<file path="config.mk">
export PLATFORM = sky130hd
export DESIGN_NAME = udp_rx_out_steer
export DESIGN_NICKNAME = d
export VERILOG_FILES = /design/src/logic/steer_pkg.sv /design/src/logic/noc_data_to_ctrl.sv /design/src/logic/noc_msg_splitter.sv /design/src/logic/udp_rx_out_steer.sv
export SDC_FILE = /design/constraint.sdc
export NUM_CORES = 1
export LEC_CHECK = 0
export ABC_AREA = 1
export BUFFER_PORTS_ARGS = -buffer_cell sky130_fd_sc_hd__buf_2
export CORE_ASPECT_RATIO = 2
export CORE_UTILIZATION = 49
export DETAILED_ROUTE_END_ITERATION = 10
export MAX_ROUTING_LAYER = met4
export PLACE_DENSITY = 0.82
export SYNTH_ARGS = -nofsm -noshare
export SYNTH_HDL_FRONTEND = slang
export SYNTH_SLANG_ARGS = --single-unit
</file>
<file path="constraint.sdc">
create_clock -name clk -period 2.3 [get_ports clk]
set_input_delay 0.46 -clock clk [delete_from_list [all_inputs] [get_ports clk]]
set_output_delay 0.46 -clock clk [all_outputs]
set_load 0.02 [all_outputs]
</file>
<file path="src/logic/steer_pkg.sv">
package steer_pkg;

    // Stream widths
    localparam int NOC_DATA_W   = 64;
    localparam int CTRL_NOC_W   = 32;

    // Length field and its supported range
    localparam int MSG_LEN_W    = 8;
    localparam int MSG_LEN_MAX  = 127;  // 2*len+1 must still fit in MSG_LEN_W

    localparam logic [3:0] PKT_IF_FBITS = 4'd2;  // Destination of the data NoC output

    localparam int NUM_TARGETS  = 2;

    typedef enum logic [7:0] {
        UDP_RX_DATA = 8'h01,
        UDP_RX_META = 8'h02,
        UDP_RX_CTRL = 8'h03
    } msg_type_e;

    // Header flit, MSB first
    typedef struct packed {
        logic [7:0]             dst_x;
        logic [7:0]             dst_y;
        logic [3:0]             dst_fbits;
        logic [MSG_LEN_W-1:0]   msg_len;    // Body flits that follow
        logic [7:0]             src_x;
        logic [7:0]             src_y;
        logic [3:0]             src_fbits;
        msg_type_e              msg_type;
        logic [7:0]             pad;
    } noc_hdr_flit_t;

    typedef enum logic {
        SPLIT_HDR,
        SPLIT_BODY
    } split_state_e;

    typedef enum logic [1:0] {
        DTC_EMPTY,
        DTC_HI,
        DTC_LO
    } dtc_state_e;

endpackage

</file>
<file path="src/logic/noc_data_to_ctrl.sv">
`timescale 1ns/1ns
module noc_data_to_ctrl (
     input  logic                               clk
    ,input  logic                               arst_n

    ,input  logic                               src_val
    ,input  logic [steer_pkg::NOC_DATA_W-1:0]   src_data
    ,output logic                               src_rdy

    ,output logic                               dst_val
    ,output logic [steer_pkg::CTRL_NOC_W-1:0]   dst_data
    ,input  logic                               dst_rdy
);

    import steer_pkg::*;

    dtc_state_e                 state_r;
    dtc_state_e                 state_nxt;

    logic [NOC_DATA_W-1:0]      flit_r;
    logic [MSG_LEN_W-1:0]       body_left_r;    // Zero means the next flit is a header

    logic                       src_xfer;
    logic                       dst_xfer;
    logic                       in_hdr;

    noc_hdr_flit_t              hdr_in;
    noc_hdr_flit_t              hdr_ctrl;

    assign hdr_in = src_data;
    assign in_hdr = (body_left_r == '0);

    // Each data flit becomes two control flits, plus the header itself
    always_comb begin
        hdr_ctrl         = hdr_in;
        hdr_ctrl.msg_len = {hdr_in.msg_len[MSG_LEN_W-2:0], 1'b1};
    end

    assign src_rdy  = (state_r == DTC_EMPTY) | ((state_r == DTC_LO) & dst_rdy);
    assign src_xfer = src_val & src_rdy;

    assign dst_val  = (state_r != DTC_EMPTY);
    assign dst_xfer = dst_val & dst_rdy;
    assign dst_data = (state_r == DTC_HI) ? flit_r[NOC_DATA_W-1 -: CTRL_NOC_W]
                                          : flit_r[CTRL_NOC_W-1:0];

    always_comb begin
        state_nxt = state_r;
        case (state_r)
            DTC_EMPTY: begin
                if (src_xfer) begin
                    state_nxt = DTC_HI;
                end
            end

            DTC_HI: begin
                if (dst_xfer) begin
                    state_nxt = DTC_LO;
                end
            end

            DTC_LO: begin
                // Back to back when the next flit is waiting
                if (dst_xfer) begin
                    state_nxt = src_xfer ? DTC_HI : DTC_EMPTY;
                end
            end

            default: state_nxt = DTC_EMPTY;
        endcase
    end

    always_ff @(posedge clk or negedge arst_n) begin
        if (!arst_n) begin
            state_r     <= DTC_EMPTY;
            body_left_r <= '0;
        end else begin
            state_r <= state_nxt;
            if (src_xfer) begin
                body_left_r <= in_hdr ? hdr_in.msg_len : body_left_r - 1'b1;
            end
        end
    end

    always_ff @(posedge clk) begin
        if (src_xfer) begin
            flit_r <= in_hdr ? hdr_ctrl : src_data;
        end
    end

endmodule

</file>
<file path="src/logic/noc_msg_splitter.sv">
`timescale 1ns/1ns
module noc_msg_splitter (
     input  logic                                                           clk
    ,input  logic                                                           arst_n

    ,input  logic                                                           src_val
    ,input  logic [steer_pkg::NOC_DATA_W-1:0]                               src_data
    ,output logic                                                           src_rdy

    ,output logic [steer_pkg::NUM_TARGETS-1:0]                              dst_val
    ,output logic [steer_pkg::NUM_TARGETS-1:0][steer_pkg::NOC_DATA_W-1:0]   dst_data
    ,input  logic [steer_pkg::NUM_TARGETS-1:0]                              dst_rdy

    ,output steer_pkg::noc_hdr_flit_t                                       noc_line

    ,input  logic [steer_pkg::NUM_TARGETS-1:0]                              dst_sel_one_hot
);

    import steer_pkg::*;

    split_state_e               state_r;
    split_state_e               state_nxt;

    logic [NUM_TARGETS-1:0]     sel_r;      // Target of the message in progress
    logic [NUM_TARGETS-1:0]     sel_cur;

    logic [MSG_LEN_W-1:0]       body_cnt_r;
    logic [MSG_LEN_W-1:0]       body_cnt_nxt;

    logic                       src_xfer;
    logic                       hdr_xfer;
    noc_hdr_flit_t              src_hdr;

    // Current flit seen as a header, only meaningful in SPLIT_HDR
    assign src_hdr  = src_data;
    assign noc_line = src_hdr;

    // Header flits follow the live select, body flits the latched one
    assign sel_cur = (state_r == SPLIT_HDR) ? dst_sel_one_hot : sel_r;

    always_comb begin
        for (int i = 0; i < NUM_TARGETS; i++) begin
            dst_val[i]  = src_val & sel_cur[i];
            dst_data[i] = src_data;
        end
    end

    assign src_rdy  = |(sel_cur & dst_rdy);
    assign src_xfer = src_val & src_rdy;
    assign hdr_xfer = src_xfer & (state_r == SPLIT_HDR);

    always_comb begin
        state_nxt    = state_r;
        body_cnt_nxt = body_cnt_r;

        case (state_r)
            SPLIT_HDR: begin
                // A zero-length message is complete with its header
                if (src_xfer && (src_hdr.msg_len != '0)) begin
                    state_nxt    = SPLIT_BODY;
                    body_cnt_nxt = src_hdr.msg_len;
                end
            end

            SPLIT_BODY: begin
                if (src_xfer) begin
                    body_cnt_nxt = body_cnt_r - 1'b1;
                    if (body_cnt_r == MSG_LEN_W'(1)) begin
                        state_nxt = SPLIT_HDR;  // Last body flit
                    end
                end
            end

            default: begin
                state_nxt    = SPLIT_HDR;
                body_cnt_nxt = '0;
            end
        endcase
    end

    always_ff @(posedge clk or negedge arst_n) begin
        if (!arst_n) begin
            state_r    <= SPLIT_HDR;
            body_cnt_r <= '0;
        end else begin
            state_r    <= state_nxt;
            body_cnt_r <= body_cnt_nxt;
        end
    end

    always_ff @(posedge clk or negedge arst_n) begin
        if (!arst_n) begin
            sel_r <= '0;
        end else if (hdr_xfer) begin
            sel_r <= dst_sel_one_hot;
        end
    end

endmodule

</file>
<file path="src/logic/udp_rx_out_steer.sv">
`timescale 1ns/1ns
module udp_rx_out_steer (
     input  logic                               clk
    ,input  logic                               arst_n

    ,input  logic                               in_val
    ,input  logic [steer_pkg::NOC_DATA_W-1:0]   in_data
    ,output logic                               in_rdy

    ,output logic                               data_out_val
    ,output logic [steer_pkg::NOC_DATA_W-1:0]   data_out_data
    ,input  logic                               data_out_rdy

    ,output logic                               ctrl_out_val
    ,output logic [steer_pkg::CTRL_NOC_W-1:0]   ctrl_out_data
    ,input  logic                               ctrl_out_rdy
);

    import steer_pkg::*;

    logic [NUM_TARGETS-1:0]     dst_sel;
    noc_hdr_flit_t              splitter_line;

    // Full-width line towards the converter
    logic                       line_val;
    logic [NOC_DATA_W-1:0]      line_data;
    logic                       line_rdy;

    noc_msg_splitter flit_steer (
         .clk               (clk                            )
        ,.arst_n            (arst_n                         )

        ,.src_val           (in_val                         )
        ,.src_data          (in_data                        )
        ,.src_rdy           (in_rdy                         )

        ,.dst_val           ({line_val, data_out_val}       )
        ,.dst_data          ({line_data, data_out_data}     )
        ,.dst_rdy           ({line_rdy, data_out_rdy}       )

        ,.noc_line          (splitter_line                  )

        ,.dst_sel_one_hot   (dst_sel                        )
    );

    // Target 0 is the packet interface, everything else goes to control
    assign dst_sel = (splitter_line.dst_fbits == PKT_IF_FBITS) ? 2'b01 : 2'b10;

    noc_data_to_ctrl noc_dtc (
         .clk       (clk            )
        ,.arst_n    (arst_n         )

        ,.src_val   (line_val       )
        ,.src_data  (line_data      )
        ,.src_rdy   (line_rdy       )

        ,.dst_val   (ctrl_out_val   )
        ,.dst_data  (ctrl_out_data  )
        ,.dst_rdy   (ctrl_out_rdy   )
    );

endmodule

</file>
==> impl_metrics.json <==
{
  "start_util": 0.509,
  "clk_path_buf_depth": 2,
  "relSlewSlack": 0.655,
  "dr.pass1.iters": 5,
  "cp-start-kind": "register",
  "synth_compound_area_frac": 0.0358,
  "setup_viol_count_final": 0,
  "synth_fa_ha_area_frac": 0.00852,
  "place_worst_setup_slack_ns": 0.440,
  "fmax_mhz": 470,
  "routed_wl_um": 9250,
  "timing.critical_path.max_delay_family": "flip-flops",
  "die_area_sq_mm": 0.00939,
  "tightest_slew_ns": 0.517,
  "layout-drive-gt1-share": 0.446,
  "grtUsageTotal": 0.205,
  "via_per_inst": 5.04,
  "finalWorstSetupSlack_ns": 0.171,
  "dp_hpwl_um": 6990,
  "syn2layout_area_growth_pct": 16.6,
  "cts_setup_buffers": 0,
  "finalClockSkew_ns": 0.00494,
  "leakagePower_nw": 2.39,
  "diodes": 0,
  "grt_setup_unrepaired": "no",
  "vdd_ir_drop_max_mv": 0.732,
  "antenna_found_initial": 0,
  "period_minus_slack_ns": 2.13,
  "vias": 3137,
  "route.met2.wl_um": 5160,
  "wl_per_cell_um": 14.9,
  "ys_async_sr_fraction": 0.247,
  "drt_iter0_markers": 232,
  "row_count": 48,
  "synth_area_leader_cell": "edfxtp_1",
  "total_power_mw": 6.43,
  "ioPinCount": 168,
  "crit_fanout": 16,
  "routed.top_layer": "met4",
  "hold_path.class": "in -> async",
  "synth-seq-cells": 85,
  "critPathKind": "reg -> out",
  "crit_slowest_cell": "dfrtp_2",
  "ys_types": 28,
  "die_h_um": 136,
  "gp_congestion": 0.870,
  "cts_root_buf": "clkbuf_16",
  "n_fill_cell": 737,
  "insertion_delay_ns": 0.33,
  "setup_tns_ns": 0,
  "syn-mean-instance-area_sq_um": 10.8,
  "syn_area_sq_mm": 0.00440,
  "grt_max_degree": 44,
  "synthXorXnorAreaFrac": 0.00398,
  "end_kind": "output pin",
  "wl_met1_um": 3340,
  "core_sq_mm": 0.00865,
  "htreeDepth": 3,
  "status": "finished, final reports clean",
  "synth_top_family_by_area": "simple AND/OR/NAND/NOR gates",
  "syn_nets": 480,
  "cp_num_buf_inv": 2,
  "synthMostInstantiatedCell": "nand2_1",
  "synth-simple-area-share": 0.157,
  "grt_first_pass_wirelength_um": 14300,
  "cts_hold_buf": 0,
  "dieWidth_um": 69.0,
  "finalNetCount": 589,
  "ys.flop_type": "edfxtp_1",
  "grt_overflow": 0,
  "max_stage_delay_ns": 0.49,
  "drcViolationCount": 0,
  "clkTransAtPathRegs_ns": 0.06,
  "numCtsBuffers": 9,
  "synthTopCellsByCount": "nand2_1 (78), buf_4 (66), edfxtp_1 (64)",
  "synth_top_area_share": 0.436,
  "portBuffers": 167,
  "yosys-mux-area-fraction": 0.0818,
  "crit_arrival_ns": 1.67,
  "grt_pass1_vias": 2984,
  "final-max-slew-violation-count": 0,
  "dr_wl_met3_um": 439,
  "layout_worst_path_cycle_share": 0.925,
  "crit_chain": "inv_2 -> or2_1 -> nand3_2 -> nand2_2 -> buf_2",
  "yosysSeqAreaShare": 0.556,
  "worstPathRequired_ns": 1.84,
  "cts_tree": "yes",
  "cts.sinks": 85,
  "antenna_left": 0,
  "maxCapViolCount": 0,
  "ys_warn_count": 0,
  "p_per_area_mw_per_mm2": 1250,
  "syn_inst": 408,
  "synth_edf_count": 64,
  "hold_viol": 0,
  "synth.area.top_cells": "edfxtp_1 (44%), dfrtp_1 (12%), buf_4 (11%), mux2_2 (8.2%), nand2_1 (6.6%)"
}
## state kept, by name, summed over array words and instances, names as in the netlist
name                   cells
noc_dtc.flit_r            64
flit_steer.sel_r           2
flit_steer.body_cnt_r      8
noc_dtc.state_r            2
flit_steer.state_r         1
noc_dtc.body_left_r        8
## cells in the final DEF (no fill, tap or decap)
| master | n |
|---|---|
| inv_6 | 1 |
| nand2_2 | 4 |
| o21ai_0 | 21 |
| buf_2 | 167 |
| edfxtp_1 | 64 |
| dfrtp_1 | 20 |
| clkbuf_1 | 2 |
| nor2_4 | 1 |
| a21oi_1 | 1 |
| ha_1 | 3 |
| dfrtp_2 | 1 |
| buf_4 | 2 |
| a21oi_2 | 2 |
| nor2_2 | 2 |
| clkbuf_16 | 9 |
| nand2_1 | 78 |
| nor2_1 | 20 |
| nand4_1 | 5 |
| inv_2 | 1 |
| nand4_4 | 1 |
| mux2_2 | 32 |
| nand3_2 | 2 |
| nor4_1 | 1 |
| buf_12 | 2 |
| o21ai_1 | 6 |
| xor2_1 | 2 |
| clkinv_2 | 1 |
| clkinv_4 | 2 |
| nand3_4 | 1 |
| nor3_4 | 1 |
| nand4_2 | 1 |
| nand3_1 | 29 |
| or2_1 | 1 |
| clkinv_1 | 1 |
| inv_1 | 35 |
## report_power, final
part           internal [mW]  switching (mW)
sequential              2.17           0.242
combinational           1.01            1.71
clock                  0.734           0.569
total                   3.91            2.52
## worst paths after layout
kind	slack [ns]	end	from	cells after the start
worst max register to register	0.54	flit_steer.sel_r[1]	flit_steer.state_r	6
worst min register to register	0.49	flit_steer.sel_r[0]	flit_steer.sel_r[0]	2
max in group asynchronous	1.83	flit_steer.state_r	arst_n	1
worst max-delay path	0.17	in_rdy	flit_steer.state_r	5
worst min-delay path	0.09	noc_dtc.body_left_r[2]	arst_n	1
min in group clk	0.31	noc_dtc.flit_r[61]	in_data[61]	1
## timing repair
| action | in CTS | in global routing |
|---|---|---|
| endpoints found under the setup margin | 0 | 1 |
| endpoints found under the hold margin | 0 | 0 |
| resized for setup | 0 | 1 |
## metrics by stage
| step | instances | hold WS [ns] | util | area, sq um |
|---|---|---|---|---|
| final | 622 | 0.0948 | 0.594 | 5130 |
| after CTS | 622 | 0.111 | 0.593 | 5130 |
| after global routing | 622 | 0.126 | 0.594 | 5130 |
| after detailed placement | 606 | 0.469 | 0.563 | 4860 |
| after floorplan | 408 | 0.164 | - | 4400 |
| after global placement | 606 | 0.454 | 0.563 | 4860 |
## logic make-up (layout without fill, tap and decap cells)
group	after synthesis	after routing
AND/OR/NAND/NOR	147	147
buffers and inverters	109	223
AO/OA/AOI/OAI	30	30
multiplexers	32	32
XOR/XNOR	2	2
flip-flops	85	85
adder cells (fa/ha/maj)	3	3
## cell type report
type,instances,area [sq um],area share
tap,100,125,0.0244
timing repair buffer,171,891,0.174
clock inverter,5,35.0,0.00682
clock buffer,11,233,0.0453
inverter,36,135,0.0263
multi-input combinational,214,1270,0.247
sequential,85,2450,0.477
## per-layer routing
metal / vias up / GRT usage
li1: 1523 / -
met1: 1458 / 0.211
met2: 128 / 0.360
met3: 28 / 0.0460
met4: 0 / 0.105
met5: - / -
(Power assumes the default switching activity.)
